`src/logic/io_pkg.sv`:
```
/* Shared widths, I/O register map and enums of the board I/O block.
   Addresses are full bus addresses; RAM starts at IO_SPACE_TOP. */
package io_pkg;

    localparam int BUS_ADDR_WIDTH = 12;
    localparam int DATA_WIDTH     = 8;

    localparam logic [BUS_ADDR_WIDTH-1:0] IO_SPACE_TOP = 12'h100;

    localparam logic [BUS_ADDR_WIDTH-1:0] PINB_ADDR   = 12'h023;
    localparam logic [BUS_ADDR_WIDTH-1:0] DDRB_ADDR   = 12'h024;
    localparam logic [BUS_ADDR_WIDTH-1:0] PORTB_ADDR  = 12'h025;
    localparam logic [BUS_ADDR_WIDTH-1:0] PINC_ADDR   = 12'h026;
    localparam logic [BUS_ADDR_WIDTH-1:0] DDRC_ADDR   = 12'h027;
    localparam logic [BUS_ADDR_WIDTH-1:0] PORTC_ADDR  = 12'h028;
    localparam logic [BUS_ADDR_WIDTH-1:0] PIND_ADDR   = 12'h029;
    localparam logic [BUS_ADDR_WIDTH-1:0] DDRD_ADDR   = 12'h02A;
    localparam logic [BUS_ADDR_WIDTH-1:0] PORTD_ADDR  = 12'h02B;
    localparam logic [BUS_ADDR_WIDTH-1:0] PINE_ADDR   = 12'h02C;
    localparam logic [BUS_ADDR_WIDTH-1:0] PINF_ADDR   = 12'h02F;
    localparam logic [BUS_ADDR_WIDTH-1:0] TIFR0_ADDR  = 12'h035;
    localparam logic [BUS_ADDR_WIDTH-1:0] TCCR0A_ADDR = 12'h044;
    localparam logic [BUS_ADDR_WIDTH-1:0] TCCR0B_ADDR = 12'h045;
    localparam logic [BUS_ADDR_WIDTH-1:0] TCNT0_ADDR  = 12'h046;
    localparam logic [BUS_ADDR_WIDTH-1:0] OCR0A_ADDR  = 12'h047;

    typedef enum logic [2:0] {
        tgt_none, tgt_ram, tgt_port_b, tgt_port_c,
        tgt_port_d, tgt_port_e, tgt_port_f, tgt_tim0
    } target_e;

    typedef enum logic [1:0] {preg_pin, preg_ddr, preg_port} port_reg_e;

    typedef enum logic [2:0] {treg_tifr, treg_tccra, treg_tccrb, treg_tcnt, treg_ocra} tim_reg_e;

    // TCCR0B[2:0], codes 6 and 7 behave as stop
    typedef enum logic [2:0] {
        cs_stop = 3'd0, cs_div1 = 3'd1, cs_div8 = 3'd2,
        cs_div64 = 3'd3, cs_div256 = 3'd4, cs_div1024 = 3'd5
    } clk_sel_e;

    localparam int TOV0_BIT  = 0;
    localparam int OCF0A_BIT = 1;

    localparam logic [1:0] COM0A_TOGGLE = 2'd1; // TCCR0A[7:6]

endpackage

```
`src/logic/gpio_port.sv`:
```
/* One 8-bit port. With WRITABLE at 0 the PORT and DDR registers stay 0.
   PIN reads the raw pins only, never the driven outputs. */
module gpio_port #(
    parameter bit         WRITABLE    = 1'b1,
    parameter logic [7:0] PIN_MASK    = 8'hFF,
    parameter logic [7:0] INVERT_MASK = 8'h00,
    parameter logic [7:0] OUT_MASK    = 8'hFF
) (
    input  logic                          clk,
    input  logic                          rst,
    input  logic                          we,
    input  io_pkg::port_reg_e             reg_sel,
    input  logic [io_pkg::DATA_WIDTH-1:0] wdata,
    input  logic [io_pkg::DATA_WIDTH-1:0] pin_in,
    output logic [io_pkg::DATA_WIDTH-1:0] rdata,
    output logic [io_pkg::DATA_WIDTH-1:0] pin_out
);

    logic [io_pkg::DATA_WIDTH-1:0] port_q;
    logic [io_pkg::DATA_WIDTH-1:0] ddr_q;
    logic [io_pkg::DATA_WIDTH-1:0] pin_val;

    always_ff @(posedge clk)
    begin
        if (rst)
        begin
            port_q <= '0;
            ddr_q  <= '0;
        end
        else if (WRITABLE && we)
        begin
            if (reg_sel == io_pkg::preg_port)
                port_q <= wdata;
            if (reg_sel == io_pkg::preg_ddr)
                ddr_q <= wdata;
            // Writes to PIN are ignored
        end
    end

    // Buttons are active low on some pins
    assign pin_val = (pin_in ^ INVERT_MASK) & PIN_MASK;

    // Only driven when set as output
    assign pin_out = port_q & ddr_q & OUT_MASK;

    always_comb
    begin
        case (reg_sel)
            io_pkg::preg_ddr:  rdata = ddr_q;
            io_pkg::preg_port: rdata = port_q;
            default:           rdata = pin_val;
        endcase
    end

endmodule

```
`config.mk`:
```
export PLATFORM = sky130hd
export DESIGN_NAME = gpio_port
export DESIGN_NICKNAME = d
export VERILOG_FILES = /design/src/logic/io_pkg.sv /design/src/logic/gpio_port.sv
export SDC_FILE = /design/constraint.sdc
export NUM_CORES = 1
export LEC_CHECK = 0
export BUFFER_PORTS_ARGS = -buffer_cell sky130_fd_sc_hd__buf_2
export CAP_MARGIN = 20
export CELL_PAD_IN_SITES_DETAIL_PLACEMENT = 1
export CELL_PAD_IN_SITES_GLOBAL_PLACEMENT = 2
export CORE_ASPECT_RATIO = 0.75
export CORE_UTILIZATION = 28
export CTS_BUF_LIST = sky130_fd_sc_hd__clkbuf_16
export CTS_CLUSTER_SIZE = 10
export DETAILED_ROUTE_END_ITERATION = 7
export HOLD_SLACK_MARGIN = 0.1
export PLACE_DENSITY = 0.9
export SYNTH_ARGS = -nofsm -noshare
export SYNTH_HDL_FRONTEND = slang
export SYNTH_SLANG_ARGS = --single-unit
```
`constraint.sdc`:
```
create_clock -name clk -period 2.8 [get_ports clk]
set_input_delay 0.7 -clock clk [delete_from_list [all_inputs] [get_ports clk]]
set_output_delay 0.7 -clock clk [all_outputs]
set_load 0.05 [all_outputs]
```
==> run_results.csv <==
group,metric,value,unit
sta,maxSlewHeadroom,64.4,%
outcome,status,"complete, no violations",
synth,synth_area,947,um2
critical_path,criticalPathCategory,"input pin to output port",
finish,register_area,320,um2
drt,routedWlPerCell,13.9,um
drt,drc_errors,0,
place,port_buffers,36,
finish,final_common_cell,"buf_2",
drt,routed-via-count,922,
critical_path,cpPeakStageDelay,0.58,ns
finish,instances_no_fill,180,
sta,fin_crit_sh,93.0,%
finish,nFillCells,376,
cts,cts_buffers,3,
cts,clock_sinks,16,
synth,synth_cell_type_count,16,
sta,final-hold-violation-count,0,
cts,cts_max_level,1,
global_routing,track_usage,14.9,%
finish,drive_gt1_share,31.0,%
synth,syn_inst,110,
global_routing,gr-total-overflow,0,
critical_path,crit_chain,"buf_2 -> inv_1 -> ha_1 -> nand2_1 -> o21ai_1 -> buf_2",
sta,worst_pin_slew,0.534,ns
drt,drt_wl_total,2510,um
global_routing,antenna_found_initial,0,
cts,insertion_delay,0.24,ns
synth,synth.avg_cell_area,8.61,um2
sta,drv_slew,0,
floorplanning,rows,17,
hold_path,hp-class,"flip-flop to flip-flop",
drt,dr.first_iter.drc_count,28,
drt,drtAntennaViolNets,0,
power_and_ir_drop,pwr_density_cell,539,nW/um2
cts,hold_buffers,0,
sta,finalSetupTns,0,ns
critical_path,critPathSlowestCell,"ha_1",
sta,finalSetupViolations,0,
finish,final_cell_mix,"36 x buf_2, 16 x nand3_1, 16 x dfxtp_1",
critical_path,path_max_fanout,16,
power_and_ir_drop,worst_ir_drop_vdd,0.319,mV
cts,clock_tree.buffer_depth,2,
cts,root_buffer,"clkbuf_16",
cts,cts_resized,0,
global_routing,met1_usage,18.1,%
power_and_ir_drop,p_leak,0.523,nW
place,gp_congestion,0.740,
run,cap_violations,0,
floorplanning,core,3080,um2
sta,fmax,0.384,GHz
finish,utilization,39.0,%
floorplanning,die_x,69.2,um
floorplanning,start_util,30.7,%
finish,synthToLayoutAreaGrowth,27.1,%
place,dp_hpwl,1790,um
synth,seq_area_frac_synth,33.8,%
global_routing,gr-usage-met2,26.4,%
critical_path,arrival,1.91,ns
critical_path,cpMostUsedCell,"buf_2",
sta,skew,0,ns
global_routing,grtUsageMet3,3.65,%
critical_path,cp-start-kind,"input pin",
finish,multi_input_area,529,um2
synth,synth_seq_cells,16,
floorplanning,ios,37,
synth,synth_nets,133,
synth,yosys_warnings,0,
drt,viasPerCell,5.12,
global_routing,grt_pass1_wl,4260,um
sta,rsz0062_at_grt,"no",
drt,firstDrtPassIters,4,
finish,nets,166,
cts,cts_setup_buffers,0,
global_routing,grt-busiest-layer,"met2",
finish,diodes,0,
floorplanning,fp.dieArea,3620,um2
cts,clk_pin_slew_worst_paths,0.05,ns
sta,min_period,2.61,ns
global_routing,grt_pass1_vias,934,
critical_path,worstPathRequired,2.10,ns
floorplanning,die_h,52.4,um
global_routing,grt_max_degree,33,
cts,cts_tree,"done",
place,place_inst,176,
critical_path,cp-end-kind,"output port",
[critical path: cells and delay by family]
family          cells  cell delay [ns]
fa+ha+maj           1             0.58
buf+inv             3             0.42
simple gates        1             0.10
compound gates      1             0.10
[where the power goes]
part / internal [W] / leakage [nW] / switching, W / total (W)
Sequential: 0.000236 / 0.130 / 0.00000501 / 0.000241
Clock: 0.000190 / 0.0385 / 0.0000924 / 0.000282
Combinational: 0.0000409 / 0.354 / 0.0000855 / 0.000126
[sequential cells by signal, summed over array words and instances, names as in the netlist]
| name | flops |
|---|---|
| port_q | 8 |
| ddr_q | 8 |
[synth_stat cells]
master,number,share of area [%]
dfxtp_1,16,34
nand3_1,16,8.5
a21oi_1,15,7.9
a21bo_1,14,15
a22oi_1,8,6.3
and2_1,8,5.3
nand2_1,8,3.2
o21ai_1,8,4.2
buf_6,6,7.1
a21bo_2,2,2.1
clkbuf_2,2,1.1
ha_1,2,2.6
inv_1,2,0.79
a21oi_2,1,0.92
buf_2,1,0.53
buf_4,1,0.79
[metrics by stage]
stage / hold WS (ns) / worst slack [ns] / instance area [um2] / power [W]
2_1_floorplan: 0.556 / 0.104 / 947 / 0.000339
3_3_place_gp: 0.567 / 0.235 / 1120 / 0.000368
3_5_place_dp: 0.577 / 0.163 / 1120 / 0.000373
4_1_cts: 0.592 / 0.161 / 1200 / 0.000655
5_1_grt: 0.609 / 0.0565 / 1200 / 0.000675
6_report: 0.587 / 0.195 / 1200 / 0.000649
[routing by layer]
layer,vias to the layer above,part of all wire [%]
li1,457,-
met1,432,50
met2,31,45
met3,2,5.2
met4,0,0.36
met5,-,0
[logic make-up (layout without fill, tap and decap cells)]
group | count (synthesis) | count (layout) | share of synthesized area, %
AOI/OAI and AO/OA | 48 | 48 | 36.3
adders and majority gates | 2 | 2 | 2.64
DFF | 16 | 16 | 33.8
buffers and inverters | 12 | 44 | 10.3
and+or+nand+nor | 32 | 32 | 16.9
[final timing paths]
| path | slack, ns | cells past startpoint | from | end |
|---|---|---|---|---|
| worst max-delay path | 0.19 | 6 | reg_sel[0] | rdata[1] |
| worst min-delay path | 0.59 | 2 | ddr_q[2] | ddr_q[2] |
| worst max register to register | 2.01 | 2 | ddr_q[6] | ddr_q[6] |
| worst min register to register | 0.59 | 2 | ddr_q[2] | ddr_q[2] |
[final cells by class]
class	count	area share [%]
Clock buffer	3	6.24
Clock inverter	1	0.312
Inverter	2	0.624
Multi-Input combinational cell	82	44.0
Sequential cell	16	26.6
Tap cell	38	3.95
Timing Repair Buffer	38	18.3
Power figures use the tool's default switching activity.
