$ cat config.mk
export PLATFORM = sky130hd
export DESIGN_NAME = io_decode
export DESIGN_NICKNAME = d
export VERILOG_FILES = /design/src/logic/io_pkg.sv /design/src/logic/io_decode.sv
export SDC_FILE = /design/constraint.sdc
export NUM_CORES = 1
export LEC_CHECK = 0
export BUFFER_PORTS_ARGS = -buffer_cell sky130_fd_sc_hd__buf_2
export CAP_MARGIN = 15
export CORE_AREA = 2 2 39 41
export DETAILED_ROUTE_END_ITERATION = 10
export DIE_AREA = 0 0 41 43
export MAX_ROUTING_LAYER = met4
export PLACE_DENSITY_LB_ADDON = 0.1
export SKIP_LAST_GASP = 1
export SYNTH_ARGS = -nofsm -noshare
export SYNTH_HDL_FRONTEND = slang
export SYNTH_SLANG_ARGS = --single-unit
$ cat constraint.sdc
create_clock -name vclk -period 2.1
set_input_delay 0.315 -clock vclk [all_inputs]
set_output_delay 0.315 -clock vclk [all_outputs]
set_load 0.05 [all_outputs]
$ cat src/logic/io_pkg.sv
/* Shared widths, I/O register map and enums of the board I/O block.
   Addresses are full bus addresses; RAM starts at IO_SPACE_TOP. */
package io_pkg;

    localparam int BUS_ADDR_WIDTH = 12;
    localparam int DATA_WIDTH     = 8;

    localparam logic [BUS_ADDR_WIDTH-1:0] IO_SPACE_TOP = 12'h100;

    localparam logic [BUS_ADDR_WIDTH-1:0] PINB_ADDR   = 12'h023;
    localparam logic [BUS_ADDR_WIDTH-1:0] DDRB_ADDR   = 12'h024;
    localparam logic [BUS_ADDR_WIDTH-1:0] PORTB_ADDR  = 12'h025;
    localparam logic [BUS_ADDR_WIDTH-1:0] PINC_ADDR   = 12'h026;
    localparam logic [BUS_ADDR_WIDTH-1:0] DDRC_ADDR   = 12'h027;
    localparam logic [BUS_ADDR_WIDTH-1:0] PORTC_ADDR  = 12'h028;
    localparam logic [BUS_ADDR_WIDTH-1:0] PIND_ADDR   = 12'h029;
    localparam logic [BUS_ADDR_WIDTH-1:0] DDRD_ADDR   = 12'h02A;
    localparam logic [BUS_ADDR_WIDTH-1:0] PORTD_ADDR  = 12'h02B;
    localparam logic [BUS_ADDR_WIDTH-1:0] PINE_ADDR   = 12'h02C;
    localparam logic [BUS_ADDR_WIDTH-1:0] PINF_ADDR   = 12'h02F;
    localparam logic [BUS_ADDR_WIDTH-1:0] TIFR0_ADDR  = 12'h035;
    localparam logic [BUS_ADDR_WIDTH-1:0] TCCR0A_ADDR = 12'h044;
    localparam logic [BUS_ADDR_WIDTH-1:0] TCCR0B_ADDR = 12'h045;
    localparam logic [BUS_ADDR_WIDTH-1:0] TCNT0_ADDR  = 12'h046;
    localparam logic [BUS_ADDR_WIDTH-1:0] OCR0A_ADDR  = 12'h047;

    typedef enum logic [2:0] {
        tgt_none, tgt_ram, tgt_port_b, tgt_port_c,
        tgt_port_d, tgt_port_e, tgt_port_f, tgt_tim0
    } target_e;

    typedef enum logic [1:0] {preg_pin, preg_ddr, preg_port} port_reg_e;

    typedef enum logic [2:0] {treg_tifr, treg_tccra, treg_tccrb, treg_tcnt, treg_ocra} tim_reg_e;

    // TCCR0B[2:0], codes 6 and 7 behave as stop
    typedef enum logic [2:0] {
        cs_stop = 3'd0, cs_div1 = 3'd1, cs_div8 = 3'd2,
        cs_div64 = 3'd3, cs_div256 = 3'd4, cs_div1024 = 3'd5
    } clk_sel_e;

    localparam int TOV0_BIT  = 0;
    localparam int OCF0A_BIT = 1;

    localparam logic [1:0] COM0A_TOGGLE = 2'd1; // TCCR0A[7:6]

endpackage

$ cat src/logic/io_decode.sv
/* Combinational bus decode. Only PIN exists for ports E and F,
   so their other addresses read as unmapped. */
module io_decode (
    input  logic [io_pkg::BUS_ADDR_WIDTH-1:0] data_addr,
    input  logic                              data_write,
    output io_pkg::target_e                   target,
    output io_pkg::port_reg_e                 port_reg,
    output io_pkg::tim_reg_e                  tim_reg,
    output logic                              ram_we,
    output logic                              port_b_we,
    output logic                              port_c_we,
    output logic                              port_d_we,
    output logic                              tim0_we
);

    always_comb
    begin
        target   = io_pkg::tgt_none;
        port_reg = io_pkg::preg_pin;
        tim_reg  = io_pkg::treg_tifr;
        if (data_addr >= io_pkg::IO_SPACE_TOP)
        begin
            target = io_pkg::tgt_ram;
        end
        else
        begin
            case (data_addr)
                io_pkg::PINB_ADDR:   target = io_pkg::tgt_port_b;
                io_pkg::DDRB_ADDR:   begin target = io_pkg::tgt_port_b; port_reg = io_pkg::preg_ddr; end
                io_pkg::PORTB_ADDR:  begin target = io_pkg::tgt_port_b; port_reg = io_pkg::preg_port; end
                io_pkg::PINC_ADDR:   target = io_pkg::tgt_port_c;
                io_pkg::DDRC_ADDR:   begin target = io_pkg::tgt_port_c; port_reg = io_pkg::preg_ddr; end
                io_pkg::PORTC_ADDR:  begin target = io_pkg::tgt_port_c; port_reg = io_pkg::preg_port; end
                io_pkg::PIND_ADDR:   target = io_pkg::tgt_port_d;
                io_pkg::DDRD_ADDR:   begin target = io_pkg::tgt_port_d; port_reg = io_pkg::preg_ddr; end
                io_pkg::PORTD_ADDR:  begin target = io_pkg::tgt_port_d; port_reg = io_pkg::preg_port; end
                io_pkg::PINE_ADDR:   target = io_pkg::tgt_port_e;
                io_pkg::PINF_ADDR:   target = io_pkg::tgt_port_f;
                io_pkg::TIFR0_ADDR:  target = io_pkg::tgt_tim0;
                io_pkg::TCCR0A_ADDR: begin target = io_pkg::tgt_tim0; tim_reg = io_pkg::treg_tccra; end
                io_pkg::TCCR0B_ADDR: begin target = io_pkg::tgt_tim0; tim_reg = io_pkg::treg_tccrb; end
                io_pkg::TCNT0_ADDR:  begin target = io_pkg::tgt_tim0; tim_reg = io_pkg::treg_tcnt; end
                io_pkg::OCR0A_ADDR:  begin target = io_pkg::tgt_tim0; tim_reg = io_pkg::treg_ocra; end
                default:             target = io_pkg::tgt_none; // Unmapped, reads 0
            endcase
        end
    end

    // One strobe per writable target
    assign ram_we    = data_write && (target == io_pkg::tgt_ram);
    assign port_b_we = data_write && (target == io_pkg::tgt_port_b);
    assign port_c_we = data_write && (target == io_pkg::tgt_port_c);
    assign port_d_we = data_write && (target == io_pkg::tgt_port_d);
    assign tim0_we   = data_write && (target == io_pkg::tgt_tim0);

endmodule

==> reports/qor.csv <==
metric,value,unit
classification of the worst setup path,in2out,
"Arr. time, crit path",1780,ps
Setup crit end kind,primary output,
die outline area,0.00176,mm^2
worst-path fanout max,3,
classification of the worst-slack hold path,in2out,
post-route met1 wirelength,534,um
"number of standard cells in the layout, taps in and fillers out",102,
RSZ-0062 raised after global routing,true,
wire length of the first global-routing pass,1.87,mm
total power divided by cell area,134,mW/mm^2
# diodes,0,
initial core utilization,0.259,
hold path startpoint,data_write,
worst IR drop on VDD,56.8,uV
Tcrit/Tclk final,0.998,
number of vias per cell after detailed routing,5.07,
layout sequential cell count,0,
static leakage,0.308,nW
Synth Cell Area,359,um^2
cell depth of the worst hold path,4,
drt first pass iters,3,
proportion of layout cells with a drive suffix above 1,0.628,
Synth-to-Final Area Change,89.9,%
fill count,145,
Seq. cell area,0,um^2
clock buffers,0,
"area fraction in and, or, nand and nor cells after synthesis",0.561,
slew at the pin closest to its max-slew limit,469,ps
Max Slew Vio Count,0,
antenna-violating nets left,0,
# Max-Cap Violations,0,
critical path data required time,1780,ps
met2 wire length,615,um
fraction of synthesized cell area in xor and xnor cells,0.0244,
"share of synthesized cell area in full adder, half adder and majority cells",0,
number of distinct standard cells referenced by the synthesized netlist,31,
total gr overflow,0,
vias in the first global route,440,
WL final,1.20,mm
headroom to the max-slew limit,0.684,
Finish-stage setup viols,0,
post-detail-place hpwl,993,um
nets@finish,101,
total met3 wirelength after detailed routing,50,um
mux share of post-synthesis cell area,0.0314,
"Warnings, synthesis",0,
Avg Inst Size Synth,7.33,um^2
startpoint types,input pin,
row count,14,
Cell Count Post-Placement,102,
All-Layer GR Usage,0.145,
result of the run,"complete, no violations",
"leading cell types in the layout, fill and taps excluded","sky130_fd_sc_hd__buf_2 (22), sky130_fd_sc_hd__buf_4 (14), sky130_fd_sc_hd__nor2_1 (4)",
final period demand of the worst path,2100,ps
vertical extent of the die,43,um
Post-Syn Nets,62,
Routed wire per std cell,11.8,um
main combinational cell family by area after synthesis,simple AND/OR/NAND/NOR gates,
standard cell core area,0.00138,mm^2
sequential area share after synthesis,0,
maximum number of pins on one net before global-route repair,9,
Min Hold Slack,1050,ps
core utilization of the finished layout,0.493,
count of pins on the block boundary,26,
number of instances in the synthesized netlist,49,
upper clock frequency limit,0.477,GHz
DRC violations left,0,
number of DRC markers after the initial detailed-route iteration,9,
number of hold-repair buffers added at the cts stage,0,
number of antenna violations at the first check in global routing,0,
Vias,517,
Highest Signal Layer,met3,
global placement routability congestion,0.693,
"leading cell type in the layout, fill and taps excluded",sky130_fd_sc_hd__buf_2,
total count of hold-check failures in the final report,0,
Die X,41,um
complex-gate fraction of the synthesized area,0.324,
end of the worst hold path,port_c_we,
Post-CTS Setup Inserts,0,
count of input and output buffers,26,
==> metal layers <==
metal,vias up,GRT usage
li1,267,-
met1,236,0.212
met5,-,-
met3,0,0
met4,0,0
met2,14,0.234
==> cells in the mapped netlist (all sizes together) <==
master	number	share of area
nor3b	1	0.021
nand3b	2	0.042
nor2b	3	0.059
nor2	6	0.063
or4	1	0.021
and3	1	0.017
a2111oi	1	0.077
a21oi	2	0.028
o2111a	1	0.031
or3	1	0.031
nor4	1	0.017
a2bb2oi	1	0.024
mux2	1	0.031
nor3	4	0.056
buf	2	0.028
and4b	2	0.056
o21ai	1	0.014
inv	2	0.021
a211o	1	0.024
o31ai	1	0.021
a211oi	1	0.021
clkbuf	1	0.010
or3b	2	0.056
nand2	3	0.031
nor4b	1	0.066
nand4b	1	0.024
o211ai	2	0.042
a22oi	2	0.042
xnor2	1	0.024
==> logic make-up after synthesis <==
| group | after synthesis |
|---|---|
| xor gates and xnor gates | 1 |
| buffers and inverters | 5 |
| and+or+nand+nor | 29 |
| AOI/OAI and AO/OA | 13 |
| muxes | 1 |
==> area by class of cell <==
class | instances | area, um^2 | area share
inverter | 2 | 7.51 | 0.0110
multi-input combinational | 44 | 398 | 0.583
tap | 16 | 20.0 | 0.0294
timing repair buffer | 40 | 256 | 0.376
==> through the flow <==
step	setup slack, ps	setup TNS, ps	instance area (um^2)	power (W)
floorplan	-275	-1420	412	0.0000501
global placement	-72.9	-139	646	0.0000895
detailed placement	-97.9	-193	646	0.0000900
CTS	-44.8	-44.8	653	0.0000904
global route	-63.5	-146	682	0.0000997
finish	4.36	0	682	0.0000916
==> worst max-delay path by stage <==
stage | startpoint | end | slack [ps]
6_report | data_addr[9] | port_c_we | 4
5_1_grt | data_addr[9] | port_b_we | -60
4_1_cts | data_addr[9] | port_c_we | -40
3_5_place_dp | data_addr[9] | port_c_we | -100
3_3_place_gp | data_addr[9] | port_c_we | -70
2_1_floorplan | data_addr[9] | tim_reg[1] | -280
==> power by group <==
group	leakage [nW]	total, W	switching (W)	internal (W)
registers	0	0	0	0
clock network	0	0	0	0
logic	0.308	0.0000916	0.0000508	0.0000408
==> critical path, stage by stage <==
cell and delay, ps:
sky130_fd_sc_hd__buf_2 100, sky130_fd_sc_hd__or4_4 530, sky130_fd_sc_hd__or3_4 360, sky130_fd_sc_hd__nor4b_4 270, sky130_fd_sc_hd__buf_6 190
==> repair_timing <==
item	4_1_cts	5_1_grt
setup endpoints to repair	3	5
resized for setup	3	7
pin swaps	0	1
No activity file was read; power rests on OpenSTA's default activity.
