File: config.mk
export PLATFORM = sky130hd
export DESIGN_NAME = read_mux
export DESIGN_NICKNAME = d
export VERILOG_FILES = /design/src/logic/io_pkg.sv /design/src/logic/read_mux.sv
export SDC_FILE = /design/constraint.sdc
export NUM_CORES = 1
export LEC_CHECK = 0
export BUFFER_PORTS_ARGS = -buffer_cell sky130_fd_sc_hd__buf_4
export CORE_MARGIN = 1.5
export CORE_UTILIZATION = 36
export DETAILED_ROUTE_END_ITERATION = 6
export PLACE_DENSITY_LB_ADDON = 0.15
export SYNTH_ARGS = -nofsm -noshare
export SYNTH_HDL_FRONTEND = slang
export SYNTH_SLANG_ARGS = --single-unit
File: constraint.sdc
create_clock -name clk -period 1.3 [get_ports clk]
set_input_delay 0.13 -clock clk [delete_from_list [all_inputs] [get_ports clk]]
set_output_delay 0.13 -clock clk [all_outputs]
set_load 0.03 [all_outputs]
File: src/logic/io_pkg.sv
/* Shared widths, I/O register map and enums of the board I/O block.
   Addresses are full bus addresses; RAM starts at IO_SPACE_TOP. */
package io_pkg;

    localparam int BUS_ADDR_WIDTH = 12;
    localparam int DATA_WIDTH     = 8;

    localparam logic [BUS_ADDR_WIDTH-1:0] IO_SPACE_TOP = 12'h100;

    localparam logic [BUS_ADDR_WIDTH-1:0] PINB_ADDR   = 12'h023;
    localparam logic [BUS_ADDR_WIDTH-1:0] DDRB_ADDR   = 12'h024;
    localparam logic [BUS_ADDR_WIDTH-1:0] PORTB_ADDR  = 12'h025;
    localparam logic [BUS_ADDR_WIDTH-1:0] PINC_ADDR   = 12'h026;
    localparam logic [BUS_ADDR_WIDTH-1:0] DDRC_ADDR   = 12'h027;
    localparam logic [BUS_ADDR_WIDTH-1:0] PORTC_ADDR  = 12'h028;
    localparam logic [BUS_ADDR_WIDTH-1:0] PIND_ADDR   = 12'h029;
    localparam logic [BUS_ADDR_WIDTH-1:0] DDRD_ADDR   = 12'h02A;
    localparam logic [BUS_ADDR_WIDTH-1:0] PORTD_ADDR  = 12'h02B;
    localparam logic [BUS_ADDR_WIDTH-1:0] PINE_ADDR   = 12'h02C;
    localparam logic [BUS_ADDR_WIDTH-1:0] PINF_ADDR   = 12'h02F;
    localparam logic [BUS_ADDR_WIDTH-1:0] TIFR0_ADDR  = 12'h035;
    localparam logic [BUS_ADDR_WIDTH-1:0] TCCR0A_ADDR = 12'h044;
    localparam logic [BUS_ADDR_WIDTH-1:0] TCCR0B_ADDR = 12'h045;
    localparam logic [BUS_ADDR_WIDTH-1:0] TCNT0_ADDR  = 12'h046;
    localparam logic [BUS_ADDR_WIDTH-1:0] OCR0A_ADDR  = 12'h047;

    typedef enum logic [2:0] {
        tgt_none, tgt_ram, tgt_port_b, tgt_port_c,
        tgt_port_d, tgt_port_e, tgt_port_f, tgt_tim0
    } target_e;

    typedef enum logic [1:0] {preg_pin, preg_ddr, preg_port} port_reg_e;

    typedef enum logic [2:0] {treg_tifr, treg_tccra, treg_tccrb, treg_tcnt, treg_ocra} tim_reg_e;

    // TCCR0B[2:0], codes 6 and 7 behave as stop
    typedef enum logic [2:0] {
        cs_stop = 3'd0, cs_div1 = 3'd1, cs_div8 = 3'd2,
        cs_div64 = 3'd3, cs_div256 = 3'd4, cs_div1024 = 3'd5
    } clk_sel_e;

    localparam int TOV0_BIT  = 0;
    localparam int OCF0A_BIT = 1;

    localparam logic [1:0] COM0A_TOGGLE = 2'd1; // TCCR0A[7:6]

endpackage

File: src/logic/read_mux.sv
/* Read-data return with one cycle latency and a rd_valid pulse.
   rdata holds until the next read. */
module read_mux (
    input  logic                          clk,
    input  logic                          rst,
    input  logic                          read,
    input  io_pkg::target_e               target,
    input  logic [io_pkg::DATA_WIDTH-1:0] ram_rdata,
    input  logic [io_pkg::DATA_WIDTH-1:0] port_b_rdata,
    input  logic [io_pkg::DATA_WIDTH-1:0] port_c_rdata,
    input  logic [io_pkg::DATA_WIDTH-1:0] port_d_rdata,
    input  logic [io_pkg::DATA_WIDTH-1:0] port_e_rdata,
    input  logic [io_pkg::DATA_WIDTH-1:0] port_f_rdata,
    input  logic [io_pkg::DATA_WIDTH-1:0] tim0_rdata,
    output logic [io_pkg::DATA_WIDTH-1:0] rdata,
    output logic                          rd_valid
);

    logic [io_pkg::DATA_WIDTH-1:0] io_sel;
    logic [io_pkg::DATA_WIDTH-1:0] io_q;
    io_pkg::target_e               tgt_q;

    always_comb
    begin
        case (target)
            io_pkg::tgt_port_b: io_sel = port_b_rdata;
            io_pkg::tgt_port_c: io_sel = port_c_rdata;
            io_pkg::tgt_port_d: io_sel = port_d_rdata;
            io_pkg::tgt_port_e: io_sel = port_e_rdata;
            io_pkg::tgt_port_f: io_sel = port_f_rdata;
            io_pkg::tgt_tim0:   io_sel = tim0_rdata;
            default:            io_sel = '0; // RAM path comes from data_ram
        endcase
    end

    always_ff @(posedge clk)
    begin
        if (rst)
        begin
            io_q     <= '0;
            tgt_q    <= io_pkg::tgt_none;
            rd_valid <= 1'b0;
        end
        else
        begin
            rd_valid <= read;
            if (read)
            begin
                io_q  <= io_sel;
                tgt_q <= target;
            end
        end
    end

    // RAM output is already registered inside data_ram
    assign rdata = (tgt_q == io_pkg::tgt_ram) ? ram_rdata : io_q;

endmodule

==> results.txt <==
----------------------------------------------------
[STA]
  Maximum clock frequency ... 621.1 MHz
  Actual transition at the worst max-transition pin ... 0.3834 ns
  Setup repair after global routing missed its margin ... true
  Final setup viols ... 8
  Worst Hold Slack ... 0.08935 ns
  Total count of hold-check failures in the final report ... 0
  Skew final ... 0 ns
  Min setup slack post-route ... -0.3100 ns
  Post-route clock period utilization ... 123.8%
  Minimum clock period after layout ... 1.610 ns
  Max-slew violation count ... 0
  Relative slew slack ... 74.38%
  Setup Total Neg Slack ... -2.388 ns

[Critical path]
  WS Path Type ... register to output port
  Depth of the worst register-to-register path ... 3
  Maximum fanout encountered on the critical timing path ... 5
  Worst setup SP type ... register
  Arrival time reported for the critical path endpoint ... 1.48 ns
  Endpoint class of the critical path ... output port
  Required time of the critical path ... 1.17 ns

[Run status]
  Violated checks ... setup timing
  Status ... complete, but fails checks

[Cells and area]
  Diode count ... 0
  Most frequent cells in the layout ... sky130_fd_sc_hd__buf_4, sky130_fd_sc_hd__buf_6, sky130_fd_sc_hd__dfxtp_1
  Layout Nets ... 250
  Most common cell after layout, fill and taps aside ... sky130_fd_sc_hd__buf_4
  Layout filler cell count ... 221
  Fin util ... 66.97%
  Layout cell share with drive strength beyond 1 ... 54.55%
  Synth-to-layout area growth ... 76.14%

[Placement]
  Gpl congestion ... 0.7295
  Dpl hpwl ... 2.518 mm
  # port buffers ... 70

[Pwr]
  Net switching power ... 343.8 uW
  Worst IR drop on VDD ... 0.0006391 V
  Cell internal pwr ... 842.2 uW
  Fraction of power consumed by sequential logic ... 33.9%
  Combinational group share of total power ... 40.5%
  Leak Pwr ... 0.0007660 uW
  Areal power density over the cells ... 721.4 mW/mm^2
  Switch share ... 28.99%
  Part of the power in the clock network ... 25.6%

[Detailed routing]
  Number of vias per cell after detailed routing ... 5.300
  Post-route antenna net violation count ... 0
  Vias after detailed routing ... 1150
  Avg WL per Cell ... 14.22 um
  Number of design rule violations left after detail routing ... 0
  Wirelength, routed ... 3.085 mm
  First drt pass iteration count ... 4
  Detailed router's first-iteration violation count ... 12

[Synthesis]
  Part of the Yosys area used for sequential elements ... 25.74%
  Avg Cell Area, Syn ... 8.409 um^2
  Number of different library cells in the post-synthesis netlist ... 27
  Number of synthesized register bits ... 12
  Post-Synthesis Cells ... 111
  Syn Nets ... 173
  Yosys warnings ... 0
  Cell area after synthesis ... 933.4 um^2

[Die]
  Horiz. Die Dim ... 53.92 um
  Placement row count ... 18
  Die footprint ... 0.002907 mm^2
  Core Box Area ... 0.002455 mm^2
  Initial standard-cell utilization of the core ... 38.02%
  Number of primary I/O pins ... 71
  Die Y ... 53.92 um

[Global route]
  Maximum number of pins on one net before global-route repair ... 15
  Final global-route overflow total ... 0
  Via count of the first global-routing pass ... 1178
  Antenna violations before repair ... 0
  Global-route wire length before repair ... 4.954 mm
  Global Route Usage Sum ... 23.87%

[Clock tree]
  Clock tree from TritonCTS ... built
  Later-pin clock latency in the skew report ... 0.27 ns
  Maximum number of buffers from clock root to sink ... 2
  Depth of the CTS H-tree ... 1
  Clock transition time at the flip-flop clock pins of the worst setup and hold paths ... 0.08 ns
  Total clock buffers created by CTS ... 3
  Setup repair bufs after CTS ... 0
  Cell at the root of the clock tree ... sky130_fd_sc_hd__clkbuf_4
  Hold_buf cts ... 0
  Sinks on Clock Net ... 12

[Worst hold path]
  Hold-critical path depth ... 2
  Type of the worst min-delay path ... input pin to register

[Run]
  Max Cap Violations ... 0

----------------------------------------------------
-- sequential cells by signal, indices dropped and copies added, names as in the netlist --
signal    cells
rd_valid      1
tgt_q         3
io_q          8
-- Yosys cell counts (all sizes together) --
cell | n | share of area [%]
dfxtp | 12 | 26
mux2 | 12 | 14
a22oi | 8 | 6.4
nand2 | 8 | 3.2
a221oi | 7 | 6.6
buf | 7 | 4.4
mux2i | 7 | 7.5
nor2 | 7 | 2.8
a21oi | 5 | 2.7
o21ai | 5 | 2.7
nand3 | 4 | 2.1
nand4 | 4 | 2.7
nor2b | 3 | 2.0
o21a | 3 | 2.4
a21o | 2 | 1.6
a22o | 2 | 1.9
a31oi | 2 | 1.3
and3 | 2 | 1.3
clkbuf | 2 | 0.80
inv | 2 | 0.80
o31ai | 2 | 1.6
and2b | 1 | 0.80
nor3b | 1 | 1.3
o21ba | 1 | 1.1
o22a | 1 | 0.94
o22ai | 1 | 0.67
-- power groups by stage --
| stage | logic (uW) | clock network, uW | registers [uW] |
|---|---|---|---|
| floorplan | 219 | 0 | 409 |
| global placement | 438 | 0 | 408 |
| detailed placement | 446 | 0 | 409 |
| CTS | 482 | 312 | 401 |
| global route | 522 | 320 | 404 |
| finish | 481 | 304 | 402 |
-- metal layers --
| metal | up-vias | global-route usage [%] | part of all wire (%) | wire length [um] |
|---|---|---|---|---|
| met3 | 0 | 5.556 | 6.8 | 210 |
| li1 | 580 | - | - | - |
| met1 | 521 | 24.33 | 36 | 1116 |
| met4 | 0 | 2.564 | 0 | 0 |
| met2 | 49 | 49.19 | 57 | 1759 |
| met5 | - | 0 | 0 | 0 |
-- critical path, cell delays in order, from the launching register on --
cell and delay [ns]:
sky130_fd_sc_hd__dfxtp_2 0.34, sky130_fd_sc_hd__nor3b_4 0.25, sky130_fd_sc_hd__buf_6 0.17, sky130_fd_sc_hd__mux2_4 0.31, sky130_fd_sc_hd__buf_6 0.14
-- stage by stage --
step | power, uW | area, um^2 | cells | setup WS, ns
final | 1186 | 1644 | 217 | -0.3100
after floorplan | 628.0 | 939.7 | 111 | 0.05302
after CTS | 1196 | 1642 | 217 | -0.3100
after global placement | 845.9 | 1536 | 213 | -0.001771
after detailed placement | 855.0 | 1536 | 213 | -0.03218
after global routing | 1246 | 1644 | 217 | -0.3435
-- cell families (layout without fill, tap and decap cells) --
family,after synthesis,in the layout,synth area share (%)
mux,19,19,21.98
buf+inv,11,87,6.033
simple gates,30,30,16.35
compound gates,39,39,29.89
flops,12,12,25.74
-- worst paths after layout --
check | start | endpoint | slack (ns)
hold / removal | rst | rd_valid | 0.09
setup reg to reg | io_q[1] | io_q[1] | 0.35
hold reg to reg | tgt_q[0] | tgt_q[0] | 0.51
setup / recovery | tgt_q[1] | rdata[0] | -0.31
-- timing repair --
action                     in CTS  in global routing
pin swaps                       1                  1
setup endpoints to repair       8                  8
resized for setup              19                  2
-- cell type report --
class / instances / area (um^2) / area share, %
inverter: 2 / 7.507 / 0.4566
clock buffer: 4 / 36.28 / 2.207
timing repair buffer: 81 / 645.6 / 39.27
sequential: 12 / 244.0 / 14.84
multi-input combinational: 88 / 673.1 / 40.94
tap: 30 / 37.54 / 2.283
(Power assumes the default switching activity.)
