<file path="src/logic/io_pkg.sv">
/* Shared widths, I/O register map and enums of the board I/O block.
   Addresses are full bus addresses; RAM starts at IO_SPACE_TOP. */
package io_pkg;

    localparam int BUS_ADDR_WIDTH = 12;
    localparam int DATA_WIDTH     = 8;

    localparam logic [BUS_ADDR_WIDTH-1:0] IO_SPACE_TOP = 12'h100;

    localparam logic [BUS_ADDR_WIDTH-1:0] PINB_ADDR   = 12'h023;
    localparam logic [BUS_ADDR_WIDTH-1:0] DDRB_ADDR   = 12'h024;
    localparam logic [BUS_ADDR_WIDTH-1:0] PORTB_ADDR  = 12'h025;
    localparam logic [BUS_ADDR_WIDTH-1:0] PINC_ADDR   = 12'h026;
    localparam logic [BUS_ADDR_WIDTH-1:0] DDRC_ADDR   = 12'h027;
    localparam logic [BUS_ADDR_WIDTH-1:0] PORTC_ADDR  = 12'h028;
    localparam logic [BUS_ADDR_WIDTH-1:0] PIND_ADDR   = 12'h029;
    localparam logic [BUS_ADDR_WIDTH-1:0] DDRD_ADDR   = 12'h02A;
    localparam logic [BUS_ADDR_WIDTH-1:0] PORTD_ADDR  = 12'h02B;
    localparam logic [BUS_ADDR_WIDTH-1:0] PINE_ADDR   = 12'h02C;
    localparam logic [BUS_ADDR_WIDTH-1:0] PINF_ADDR   = 12'h02F;
    localparam logic [BUS_ADDR_WIDTH-1:0] TIFR0_ADDR  = 12'h035;
    localparam logic [BUS_ADDR_WIDTH-1:0] TCCR0A_ADDR = 12'h044;
    localparam logic [BUS_ADDR_WIDTH-1:0] TCCR0B_ADDR = 12'h045;
    localparam logic [BUS_ADDR_WIDTH-1:0] TCNT0_ADDR  = 12'h046;
    localparam logic [BUS_ADDR_WIDTH-1:0] OCR0A_ADDR  = 12'h047;

    typedef enum logic [2:0] {
        tgt_none, tgt_ram, tgt_port_b, tgt_port_c,
        tgt_port_d, tgt_port_e, tgt_port_f, tgt_tim0
    } target_e;

    typedef enum logic [1:0] {preg_pin, preg_ddr, preg_port} port_reg_e;

    typedef enum logic [2:0] {treg_tifr, treg_tccra, treg_tccrb, treg_tcnt, treg_ocra} tim_reg_e;

    // TCCR0B[2:0], codes 6 and 7 behave as stop
    typedef enum logic [2:0] {
        cs_stop = 3'd0, cs_div1 = 3'd1, cs_div8 = 3'd2,
        cs_div64 = 3'd3, cs_div256 = 3'd4, cs_div1024 = 3'd5
    } clk_sel_e;

    localparam int TOV0_BIT  = 0;
    localparam int OCF0A_BIT = 1;

    localparam logic [1:0] COM0A_TOGGLE = 2'd1; // TCCR0A[7:6]

endpackage

</file>
<file path="src/logic/tim0_counter.sv">
/* Timer 0 in normal mode only, no PWM and no compare B.
   A TCNT0 write at a tick edge wins; that tick neither counts, compares nor sets flags. */
module tim0_counter (
    input  logic                          clk,
    input  logic                          rst,
    input  logic                          we,
    input  io_pkg::tim_reg_e              reg_sel,
    input  logic [io_pkg::DATA_WIDTH-1:0] wdata,
    output logic [io_pkg::DATA_WIDTH-1:0] rdata,
    output logic                          oc0a,
    output logic                          oc0a_en
);

    logic [9:0]               presc;
    logic [7:0]               tccr0a;
    logic [7:0]               tccr0b;
    logic [7:0]               tcnt0;
    logic [7:0]               ocr0a;
    logic                     tov0;
    logic                     ocf0a;
    logic [7:0]               tifr0;
    io_pkg::clk_sel_e         clk_sel;
    logic                     tick;
    logic                     tcnt_wr;
    logic                     step;
    logic                     match;
    logic                     wrap;
    logic [1:0]               tifr_clr;

    assign clk_sel = io_pkg::clk_sel_e'(tccr0b[2:0]);

    always_comb
    begin
        case (clk_sel)
            io_pkg::cs_div1:    tick = 1'b1;
            io_pkg::cs_div8:    tick = &presc[2:0];
            io_pkg::cs_div64:   tick = &presc[5:0];
            io_pkg::cs_div256:  tick = &presc[7:0];
            io_pkg::cs_div1024: tick = &presc[9:0];
            default:            tick = 1'b0; // Stopped, also codes 6 and 7
        endcase
    end

    assign tcnt_wr = we && (reg_sel == io_pkg::treg_tcnt);
    assign step    = tick && !tcnt_wr;
    assign match   = (tcnt0 == ocr0a);
    assign wrap    = (tcnt0 == 8'hFF);

    // Write one to clear
    assign tifr_clr[io_pkg::TOV0_BIT]  = we && (reg_sel == io_pkg::treg_tifr) && wdata[io_pkg::TOV0_BIT];
    assign tifr_clr[io_pkg::OCF0A_BIT] = we && (reg_sel == io_pkg::treg_tifr) && wdata[io_pkg::OCF0A_BIT];

    always_ff @(posedge clk)
    begin
        if (rst)
        begin
            presc  <= '0;
            tccr0a <= '0;
            tccr0b <= '0;
            tcnt0  <= '0;
            ocr0a  <= '0;
            tov0   <= 1'b0;
            ocf0a  <= 1'b0;
            oc0a   <= 1'b0;
        end
        else
        begin
            presc <= presc + 10'd1; // Free running
            if (we && reg_sel == io_pkg::treg_tccra)
                tccr0a <= wdata;
            if (we && reg_sel == io_pkg::treg_tccrb)
                tccr0b <= wdata;
            if (we && reg_sel == io_pkg::treg_ocra)
                ocr0a <= wdata;
            if (tcnt_wr)
                tcnt0 <= wdata;
            else if (step)
                tcnt0 <= tcnt0 + 8'd1;
            // Set beats clear in the same edge
            tov0  <= (step && wrap) || (tov0 && !tifr_clr[io_pkg::TOV0_BIT]);
            ocf0a <= (step && match) || (ocf0a && !tifr_clr[io_pkg::OCF0A_BIT]);
            if (step && match && tccr0a[7:6] == io_pkg::COM0A_TOGGLE)
                oc0a <= ~oc0a;
        end
    end

    assign oc0a_en = |tccr0a[7:6];

    always_comb
    begin
        tifr0 = '0;
        tifr0[io_pkg::TOV0_BIT]  = tov0;
        tifr0[io_pkg::OCF0A_BIT] = ocf0a;
        case (reg_sel)
            io_pkg::treg_tccra: rdata = tccr0a;
            io_pkg::treg_tccrb: rdata = tccr0b;
            io_pkg::treg_tcnt:  rdata = tcnt0;
            io_pkg::treg_ocra:  rdata = ocr0a;
            default:            rdata = tifr0;
        endcase
    end

endmodule

</file>
<file path="config.mk">
export PLATFORM = sky130hd
export DESIGN_NAME = tim0_counter
export DESIGN_NICKNAME = d
export VERILOG_FILES = /design/src/logic/io_pkg.sv /design/src/logic/tim0_counter.sv
export SDC_FILE = /design/constraint.sdc
export NUM_CORES = 1
export LEC_CHECK = 0
export ABC_CLOCK_PERIOD_IN_PS = 2000
export BUFFER_PORTS_ARGS = -buffer_cell sky130_fd_sc_hd__buf_2
export CAP_MARGIN = 20
export CORE_ASPECT_RATIO = 0.6
export CORE_MARGIN = 3
export CORE_UTILIZATION = 52
export CTS_CLUSTER_SIZE = 14
export DETAILED_ROUTE_END_ITERATION = 8
export PLACE_DENSITY = 0.84
export RECOVER_POWER = 25
export SETUP_SLACK_MARGIN = 0.05
export SLEW_MARGIN = 40
export SYNTH_ARGS = -nofsm -noshare
export SYNTH_HDL_FRONTEND = slang
export SYNTH_SLANG_ARGS = --single-unit
</file>
<file path="constraint.sdc">
create_clock -name clk -period 2 [get_ports clk]
set_input_delay 0.2 -clock clk [delete_from_list [all_inputs] [get_ports clk]]
set_output_delay 0.2 -clock clk [all_outputs]
set_load 0.005 [all_outputs]
</file>
==> results of run 1 <==
flip-flops by register name, indices dropped and copies added (netlist names):
name,count
presc,10
ocr0a,8
tccr0a,8
tccr0b,8
tcnt0,8
oc0a,1
ocf0a,1
tov0,1
logic make-up after synthesis:
kind of cell | count (synthesis) | share of synthesized area
DFF | 45 | 0.401
and+or+nand+nor | 120 | 0.257
xor gates and xnor gates | 17 | 0.0663
AOI/OAI and AO/OA | 50 | 0.139
buffers and inverters | 14 | 0.0234
adders and majority gates | 3 | 0.0167
muxes | 19 | 0.0964
power groups by stage:
stage	registers [mW]	logic (mW)	clock network (mW)
2_1_floorplan	0.957	0.108	0
3_3_place_gp	0.963	0.176	0
3_5_place_dp	0.963	0.181	0
4_1_cts	0.942	0.182	0.724
5_1_grt	0.947	0.218	0.768
6_report	0.945	0.198	0.723
worst paths after layout:
path,to,depth (start not counted),startpoint
setup / recovery,tcnt0[5]$_SDFFE_PP0P_,5,presc[3]$_SDFF_PP0_
hold / removal,tccr0b[0]$_SDFFE_PP0P_,3,wdata[0]
setup reg to reg,tcnt0[5]$_SDFFE_PP0P_,5,presc[3]$_SDFF_PP0_
hold reg to reg,tccr0b[3]$_SDFFE_PP0P_,2,tccr0b[3]$_SDFFE_PP0P_
repair_timing:
item,4_1_cts,5_1_grt
hold buffers,0,0
resized for setup,4,14
setup buffers,1,4
pin swaps,5,6
setup endpoints to repair,7,10
layout make-up:
class	count	area share
Clock buffer	7	0.0309
Clock inverter	1	0.0107
Inverter	1	0.00134
Multi-Input combinational cell	209	0.498
Sequential cell	45	0.323
Tap cell	57	0.0255
Timing Repair Buffer	47	0.110
worst min-delay path: stages:
cell	delay, ns
buf_2	0.13
nand2_1	0.06
a21oi_1	0.05
routing by layer:
metal / routed length, µm / up-vias
li1: - / 1031
met1: 2910 / 990
met2: 2890 / 107
met3: 699 / 7
met4: 82 / 0
met5: 0 / -
metrics by stage:
| step | area [µm²] | total power, mW | cells | TNS, ns | setup slack [ns] |
|---|---|---|---|---|---|
| floorplan | 2260 | 1.06 | 268 | -0.0785 | -0.0548 |
| global route | 2790 | 1.93 | 367 | -0.116 | -0.116 |
| detailed placement | 2540 | 1.14 | 354 | -0.237 | -0.0995 |
| global placement | 2540 | 1.14 | 354 | -0.0346 | -0.0346 |
| finish | 2790 | 1.87 | 367 | -0.0658 | -0.0658 |
| CTS | 2690 | 1.85 | 363 | -0.0515 | -0.0515 |
placed cells by master (no fill, tap or decap), drive strengths merged, types with 3 or more instances in the layout:
cell type | Yosys | final
and3 | 4 | 4
mux2i | 16 | 16
a311oi | 3 | 3
nand4 | 3 | 3
a31oi | 3 | 3
o21ai | 3 | 3
nor2 | 32 | 32
a22oi | 7 | 7
or3 | 3 | 3
dfxtp | 45 | 45
ha | 3 | 3
a21oi | 21 | 21
nand3 | 10 | 10
clkbuf | 11 | 7
a211oi | 4 | 4
nor2b | 6 | 6
buf | 2 | 47
nand2 | 46 | 46
xnor2 | 15 | 15
o22ai | 6 | 6
==> metrics.md, run 1 <==
| Metric | Value |
|---|---|
| Result of the run | finished with violations |
| Failing checks | negative setup slack |
| Number of different library cells in the post-synthesis netlist | 41 |
| Slew Viols, Final | 0 |
| Type of the worst min-delay path | input port to flop |
| Arrival time at the worst endpoint | 2.28 ns |
| Global Route met2 Usage | 0.350 |
| First-pass GRT wire length | 10,000 µm |
| Main area contributors after synthesis | dfxtp_1 40%, nand2_1 7.7%, mux2i_1 7.1%, xnor2_1 5.8%, nor2_1 5.3% |
| Number of levels in the clock H-tree | 2 |
| Clock tree buffer depth | 2 |
| Delay contributed by the slowest stage of the critical path | 0.54 ns |
| Static leakage power | 1.01 nW |
| Biggest area consumer among synthesized cells | dfxtp_1 |
| Die outline width | 90.8 µm |
| Clock tree from TritonCTS | done |
| Slew Limit Headroom | 0.679 |
| Final Skew | 0.00888 ns |
| Via count of the first global-routing pass | 1,989 |
| Initial core utilization | 0.577 |
| Unrepaired setup endpoints after global routing | yes |
| Number of flip-flops and latches in the synthesized netlist | 45 |
| Die boundary height | 56.9 µm |
| Mean routed wirelength per cell | 17.9 µm |
| Clock network power share | 0.387 |
| Met1 Track Usage GR | 0.352 |
| Number of failing hold endpoints at the final stage | 0 |
| Number of nets with antenna violations after detailed routing | 0 |
| Power share of the sequential group | 0.506 |
| Highest attainable clock frequency | 484 MHz |
| Final cell utilization of the core | 0.718 |
| Commonest register cell after synthesis | dfxtp_1 |
| Fraction of registers with async set or reset after synthesis | 0 |
| Slack of the critical path | -0.0658 ns |
| Total area of multi-input combinational cells | 1390 µm² |
| GRT Util Overall | 0.251 |
| Number of buffers inserted during clock tree synthesis | 5 |
| Std cell rows | 17 |
| Ports placed on the boundary | 24 |
| Int Pwr | 1.41 mW |
| Yosys warning count | 0 |
| Largest vdd supply drop | 0.404 mV |
| CP required | 2.22 ns |
| Clock latency on the worst-skew pair | 0.30 ns |
| Pin slew with the least headroom to its limit | 0.478 ns |
| Number of fillers in the final layout | 323 |
| Starting DRC count in detailed routing | 102 |
| Ranking of synthesized cells by instance count | 46 x nand2_1, 45 x dfxtp_1, 32 x nor2_1, 21 x a21oi_1, 16 x mux2i_1 |
| Synthesis-to-finish area growth | 24.4% |
| Post-Syn Area per Cell | 8.38 µm² |
| Largest net degree at the start of global routing | 24 |
| Total standard cell area after synthesis | 2250 µm² |
| Final setup violation count | 1 |
| Sw power | 0.455 mW |
| Post-synthesis cell count | 268 |
| Area of the die | 5170 µm² |
| Most used routing layer in global routing | met1 |
| Vias post-DR | 2,135 |
| Number of max-cap violations | 0 |
| Final worst path period need | 2.07 ns |
| Sinks on the clock net | 45 |
| Startpoint types | flop |
| Worst hold slack after final layout | 0.174 ns |
| Area of the core | 3890 µm² |
| Crit-path max FO | 5 |
| Count of buffering cells on the critical path with inverters included | 0 |
| Total Routed Length | 6580 µm |
| Power density of the placed cells | 668 nW/µm² |
| Routing usage on met3 | 0.0991 |
| Proportion of netlist area held by the largest area contributor | 0.401 |
| Fin nets | 326 |
| Post-Synthesis Net Count | 285 |
| First-pass DRT Iterations | 5 |
| Top Family by Delay on Critical Path | simple AND/OR/NAND/NOR gates |
| Initial antenna violation count | 0 |
| Slack of the worst reg-to-reg path | -0.07 ns |
| Combinational share of power | 0.106 |
| Slowest CP cell | or4b_4 |
| Antenna diode count | 0 |
| Number of flops mapped to enable cells by yosys | 0 |
| Period Utilization, post-route | 1.03 |
| Crit end category | flop |
| Vias per inst | 5.82 |
| Sequential cell area | 903 µm² |
| Category of the critical setup timing path | flop to flop |
| Port buffer count | 23 |
| RePlAce Congestion | 1.03 |
| Detailed-route DRC error count | 0 |
| Clock transition at the registers of the reported paths | 0.09 ns |
| DPL Wire Length | 4470 µm |
| Crit path cell chain | nand3_2, or4b_4, and3_4, or4_4, a311oi_2 |
| Switching Fraction | 0.244 |
| Sequential cell area fraction in the yosys report | 0.401 |
| Global-route congestion overflow total | 0 |
| Share of post-route cells with drive strength above 1 | 0.248 |
| Most frequent cell after synthesis | nand2_1 |
| Clk root buf | clkbuf_8 |
Note: power is estimated with default switching activity, not from simulation.
==> run 2: changes to the inputs <==
Settings changed: CORE_ASPECT_RATIO 0.6 to 1.2.
==> run 2 against run 1 <==
  * Die area is 0.44% lower
  * Total power shrank 1.6%
  * Flip-flop and latch count unchanged
  * Utilization shrank 4.6 points
  * The flow still finishes with violations (negative setup slack)
  * First-iteration DRC count rose to 2.5 times the previous value
  * Highest routed layer unchanged
  * Clock power shrank 2%
  * Cell area fell by 2.9%
  * Global-route usage shrank 0.88 points
  * Clock skew up 0.0058 ns
  * Sequential share of layout area grew 0.97 points
  * Count of clock-buffer cells in the layout shrank 2
==> metrics.md, run 2 (same netlist as run 1, synthesis figures left out) <==
| Metric | Value |
|---|---|
| Clock latency on the worst-skew pair | 0.31 ns (about the same) |
| Period Utilization, post-route | 1.02 (-0.0120) |
| Vias per inst | 6.08 (+4.6%) |
| Port buffer count | 23 (unchanged) |
| Category of the critical setup timing path | flop to flop |
| Type of the worst min-delay path | input port to flop |
| Share of post-route cells with drive strength above 1 | 0.225 (-0.0236) |
| Failing checks | negative setup slack |
| Worst hold slack after final layout | 0.154 ns (-0.0198 ns) |
| Final cell utilization of the core | 0.672 (-0.0455) |
| Starting DRC count in detailed routing | 258 (+150%) |
| Total area of multi-input combinational cells | 1360 µm² (-2.1%) |
| Total Power | 1.84 mW (-1.6%) |
| CP required | 2.23 ns (about the same) |
| Final setup violation count | 1 (unchanged) |
| Die outline width | 66.0 µm (-27%) |
| DPL Wire Length | 4310 µm (-3.5%) |
| Number of max-cap violations | 0 (unchanged) |
| Register containing the most flip-flops in the final layout | presc |
| Initial core utilization | 0.557 (-0.0204) |
| Crit-path max FO | 4 (-1) |
| Ports placed on the boundary | 24 (unchanged) |
| Detailed-route DRC error count | 0 (unchanged) |
| Clock tree from TritonCTS | done |
| GRT Util Overall | 0.243 (-0.00884) |
| Area of the die | 5150 µm² (-0.44%) |
| Number of flip-flops under the largest register name | 10 (unchanged) |
| Number of instances in the placed design | 353 (-0.28%) |
| Slew Limit Headroom | 0.577 (-0.103) |
| Unrepaired setup endpoints after global routing | yes |
| Number of buffers inserted during clock tree synthesis | 5 (unchanged) |
| Number of levels in the clock H-tree | 2 (unchanged) |
| Global-route congestion overflow total | 0 (unchanged) |
| Total Routed Length | 6100 µm (-7.3%) |
| Arrival time at the worst endpoint | 2.27 ns (about the same) |
| Result of the run | finished with violations |
| Number of nets with antenna violations after detailed routing | 0 (unchanged) |
| Delay contributed by the slowest stage of the critical path | 0.52 ns (-0.02 ns) |
| Sinks on the clock net | 45 (unchanged) |
| Switching Fraction | 0.255 (+0.0104) |
| Commonest cells after routing, fill and taps aside | 45 x nand2_1, 43 x dfxtp_1, 31 x nor2_1 |
| Power density of the placed cells | 677 nW/µm² (+1.4%) |
| Highest attainable clock frequency | 490 MHz (+1.2%) |
| Area of all placed cells without fillers | 2710 µm² (-2.9%) |
| Clock network power share | 0.387 (about the same) |
| Largest vdd supply drop | 0.487 mV (+21%) |
| Final Skew | 0.0147 ns (+0.00582 ns) |
| Sequential cell area | 903 µm² (unchanged) |
| Top Family by Delay on Critical Path | simple AND/OR/NAND/NOR gates |
| Power share of the sequential group | 0.513 (+0.007) |
| Most frequent standard cell in the layout excluding fill and tap cells | nand2_1 |
| Cts-stage hold buffer count | 0 (unchanged) |
| Std cell rows | 25 (+8) |
| Clk root buf | clkbuf_8 |
| Count of buffering cells on the critical path with inverters included | 0 (unchanged) |
| First-pass DRT Iterations | 5 (unchanged) |
| Final worst path period need | 2.04 ns (-0.0241 ns) |
| Area of the core | 4040 µm² (+3.7%) |
| Number of non-filler instances in the completed layout | 361 (-1.6%) |
| Clock transition at the registers of the reported paths | 0.10 ns (about the same) |
| Vias post-DR | 2,196 (+2.9%) |
| Die boundary height | 78.0 µm (+37%) |
| Fin nets | 323 (-0.92%) |
| Synthesis-to-finish area growth | 20.8% |
| Pin slew with the least headroom to its limit | 0.635 ns (+0.158 ns) |
| Slew Viols, Final | 0 (unchanged) |
| Slack of the critical path | -0.0417 ns (+0.0241 ns) |
| Number of failing hold endpoints at the final stage | 0 (unchanged) |
| Startpoint types | flop |
| Crit path cell chain | ha_4, nand2_2, or4b_4, and3_4, or4_4, a311oi_1 |
| Crit end category | flop |
| Sw power | 0.467 mW (+2.6%) |
| Via count of the first global-routing pass | 2,076 (+4.4%) |
| Cell area after placement | 2550 µm² (+0.44%) |
| Mean routed wirelength per cell | 16.9 µm (-5.7%) |
| Antenna diode count | 0 (unchanged) |
| Static leakage power | 0.956 nW (-5.2%) |
| Buffers inserted during post-CTS setup optimization | 0 (-1) |
| Combinational share of power | 0.100 (-0.006) |
| Slowest CP cell | or4b_4 |
| Number of fillers in the final layout | 312 (-3.4%) |
| RePlAce Congestion | 0.875 (-15%) |
| Initial antenna violation count | 0 (unchanged) |
| Largest net degree at the start of global routing | 32 (+33%) |
| First-pass GRT wire length | 9540 µm (-5.0%) |
| Int Pwr | 1.37 mW (-2.9%) |
| Clock tree buffer depth | 2 (unchanged) |
-- run 2: cell count changes in the layout (fill, tap and decap cells not counted), sizes merged --
cell / previous run / this run
buf: 47 / 39
clkinv: 0 / 1
clkinvlp: 0 / 1
clkbuf: 7 / 10
-- run 2: metrics by stage --
step | TNS [ns] | setup WS [ns]
CTS | -0.0575 | -0.0373
finish | -0.0417 | -0.0417
floorplan | -0.0785 | -0.0548
global placement | -0.0193 | -0.0193
detailed placement | -0.120 | -0.0744
global route | -0.237 | -0.130
-- run 2: final cells by class --
type	count	share of cell area
Multi-Input combinational cell	209	0.503
Sequential cell	45	0.333
Timing Repair Buffer	44	0.0955
Clock buffer	5	0.0254
Tap cell	54	0.0249
Clock inverter	3	0.0171
Inverter	1	0.00138
-- run 2: routing by layer --
| metal | vias up | track usage | wire length (µm) |
|---|---|---|---|
| li1 | 1025 | - | - |
| met1 | 1038 | 0.268 | 2300 |
| met2 | 117 | 0.430 | 3190 |
| met3 | 16 | 0.0550 | 439 |
| met4 | 0 | 0.112 | 170 |
| met5 | - | 0 | 0 |
-- run 2: final timing paths --
kind / slack, ns / cells after the start / end / from
max: -0.04 / 6 / tcnt0[5]$_SDFFE_PP0P_ / presc[1]$_SDFF_PP0_
min: 0.15 / 3 / ocr0a[3]$_SDFFE_PP0P_ / wdata[3]
max reg2reg: -0.04 / 6 / tcnt0[5]$_SDFFE_PP0P_ / presc[1]$_SDFF_PP0_
min reg2reg: 0.47 / 2 / tccr0b[4]$_SDFFE_PP0P_ / tccr0b[4]$_SDFFE_PP0P_
-- run 2: tightest hold or removal path: stages --
cell     delay, ns
buf_2         0.12
nand2_1       0.06
a21oi_1       0.05
-- run 2: repair_timing --
item                                    in CTS  in global routing
pin swaps                                    2                  5
endpoints found under the setup margin       6                 10
gates resized for setup                      1                 11
-- run 2: power by group through the flow --
stage / registers (mW) / logic [mW] / clock network (mW)
after global placement: 0.961 / 0.175 / 0
after floorplan: 0.957 / 0.108 / 0
final: 0.942 / 0.184 / 0.709
after global routing: 0.945 / 0.200 / 0.758
after CTS: 0.941 / 0.180 / 0.716
after detailed placement: 0.962 / 0.179 / 0
==> run 3: changes to the inputs <==
Settings changed: MAX_ROUTING_LAYER set to met4.
==> run 3 against run 2 <==
  * The run still ends with negative setup slack left
  * First-iteration DRC count is 0.78% higher
  * Non-clock buffer count stayed put
  * Largest cell class unchanged
  * Critical path type unchanged
  * Maximum frequency is 1.8% lower
==> metrics.md, run 3 (same netlist as run 1, synthesis figures left out) <==
| Metric | Value |
|---|---|
| Result of the run | finished with violations |
| Failing checks | negative setup slack |
| Slowest CP cell | or4b_4 |
| Period Utilization, post-route | 1.04 (+0.0192) |
| Area of the die | 5150 µm² (unchanged) |
| Vias post-DR | 2,203 (+0.32%) |
| CP required | 2.23 ns (about the same) |
| Via count of the first global-routing pass | 2,075 (-0.048%) |
| Cts-stage hold buffer count | 0 (unchanged) |
| Number of non-filler instances in the completed layout | 361 (unchanged) |
| Slew Viols, Final | 0 (unchanged) |
| Area of all placed cells without fillers | 2710 µm² (unchanged) |
| Final setup violation count | 1 (unchanged) |
| Number of max-cap violations | 0 (unchanged) |
| Clk root buf | clkbuf_8 |
| Share of post-route cells with drive strength above 1 | 0.225 (unchanged) |
| GRT Util Overall | 0.248 (+0.00588) |
| Die outline width | 66.0 µm (unchanged) |
| Ports placed on the boundary | 24 (unchanged) |
| Fin nets | 323 (unchanged) |
| Crit end category | flop |
| Pin slew with the least headroom to its limit | 0.644 ns (+0.00895 ns) |
| Clock transition at the registers of the reported paths | 0.10 ns (about the same) |
| Sum of negative setup slack | -0.0801 ns (-0.0384 ns) |
| Std cell rows | 25 (unchanged) |
| Startpoint types | flop |
| Category of the critical setup timing path | flop to flop |
| Final worst path period need | 2.08 ns (+0.0384 ns) |
| Synthesis-to-finish area growth | 20.8% (unchanged) |
| Sinks on the clock net | 45 (unchanged) |
| First-pass GRT wire length | 9530 µm (about the same) |
| Highest attainable clock frequency | 481 MHz (-1.8%) |
| Crit path cell chain | ha_4, nand2_2, or4b_4, and3_4, or4_4, a311oi_1 |
| Initial core utilization | 0.557 (unchanged) |
| Cell area after placement | 2550 µm² (unchanged) |
| Top Family by Delay on Critical Path | simple AND/OR/NAND/NOR gates |
| Count of buffering cells on the critical path with inverters included | 0 (unchanged) |
| Vias per inst | 6.10 (+0.32%) |
| Buffers inserted during post-CTS setup optimization | 0 (unchanged) |
| Mean routed wirelength per cell | 17.0 µm (+0.69%) |
| Worst hold slack after final layout | 0.144 ns (-0.00975 ns) |
| Total Routed Length | 6140 µm (+0.69%) |
| Initial antenna violation count | 0 (unchanged) |
| Starting DRC count in detailed routing | 260 (+0.78%) |
| Slack of the worst reg-to-reg path | -0.08 ns (-0.04 ns) |
| Detailed-route DRC error count | 0 (unchanged) |
| Delay contributed by the slowest stage of the critical path | 0.52 ns (about the same) |
| Final Skew | 0.0160 ns (+0.00127 ns) |
| Slack of the critical path | -0.0801 ns (-0.0384 ns) |
| Unrepaired setup endpoints after global routing | yes |
| Arrival time at the worst endpoint | 2.31 ns (+0.04 ns) |
| Number of flip-flops under the largest register name | 10 (unchanged) |
| Clock latency on the worst-skew pair | 0.32 ns (about the same) |
| Clock tree buffer depth | 2 (unchanged) |
| Clock tree from TritonCTS | done |
| Total area of multi-input combinational cells | 1360 µm² (unchanged) |
| Area of the core | 4040 µm² (unchanged) |
| Sequential cell area | 903 µm² (unchanged) |
| Static leakage power | 0.956 nW (unchanged) |
| Slew Limit Headroom | 0.571 (-0.00597) |
| Type of the worst min-delay path | input port to flop |
| First-pass DRT Iterations | 5 (unchanged) |
| Die boundary height | 78.0 µm (unchanged) |
| Antenna diode count | 0 (unchanged) |
| Number of nets with antenna violations after detailed routing | 0 (unchanged) |
| Number of buffers inserted during clock tree synthesis | 5 (unchanged) |
| Most frequent standard cell in the layout excluding fill and tap cells | nand2_1 |
| Global-route congestion overflow total | 0 (unchanged) |
| Largest vdd supply drop | 0.487 mV (about the same) |
| Power density of the placed cells | 680 nW/µm² (+0.55%) |
| Register containing the most flip-flops in the final layout | presc |
| Largest net degree at the start of global routing | 32 (unchanged) |
| Crit-path max FO | 4 (unchanged) |
| Number of levels in the clock H-tree | 2 (unchanged) |
| Number of fillers in the final layout | 312 (unchanged) |
| DPL Wire Length | 4310 µm (unchanged) |
| Number of instances in the placed design | 353 (unchanged) |
| Number of failing hold endpoints at the final stage | 0 (unchanged) |
| Port buffer count | 23 (unchanged) |
| Commonest cells after routing, fill and taps aside | 45 x nand2_1, 43 x dfxtp_1, 31 x nor2_1 |
| RePlAce Congestion | 0.889 (+1.6%) |
[run 3: path summary, 6_finish.rpt]
check,startpoint,end,cells after the start
min reg2reg,tccr0b[4]$_SDFFE_PP0P_,tccr0b[4]$_SDFFE_PP0P_,2
max,presc[1]$_SDFF_PP0_,tcnt0[5]$_SDFFE_PP0P_,6
min,wdata[3],ocr0a[3]$_SDFFE_PP0P_,3
max reg2reg,presc[1]$_SDFF_PP0_,tcnt0[5]$_SDFFE_PP0P_,6
[run 3: tightest hold or removal path, cell delays in order]
cell and delay [ns]:
buf_2 0.12, nand2_1 0.06, a21oi_1 0.05
[run 3: what timing repair did]
item	in CTS	in global routing
endpoints found under the setup margin	6	10
pin swaps	2	5
gates resized for setup	1	11
[run 3: final cells by class]
| cell class | count | share of cell area |
|---|---|---|
| sequential | 45 | 0.333 |
| inverter | 1 | 0.00138 |
| multi-input combinational | 209 | 0.503 |
| clock inverter | 3 | 0.0171 |
| timing repair buffer | 44 | 0.0955 |
| clock buffer | 5 | 0.0254 |
| tap | 54 | 0.0249 |
[run 3: stage by stage]
step	power, mW	util	worst slack [ns]
after global routing	1.90	0.672	-0.130
after detailed placement	1.14	0.633	-0.0744
final	1.85	0.672	-0.0801
after floorplan	1.06	-	-0.0548
after global placement	1.14	0.633	-0.0193
after CTS	1.84	0.662	-0.0373
[run 3: where the power goes]
group	switching (mW)	total, mW	leakage, nW	internal (mW)
combinational	0.108	0.184	0.537	0.0762
clock	0.345	0.719	0.0543	0.374
sequential	0.0240	0.942	0.365	0.918
[run 3: metal layers]
metal / wire [µm] / GRT usage / vias up
met4: 225 / 0.112 / 0
met5: 0 / - / -
li1: - / - / 1032
met1: 2360 / 0.263 / 1039
met3: 398 / 0.0550 / 26
met2: 3160 / 0.433 / 106
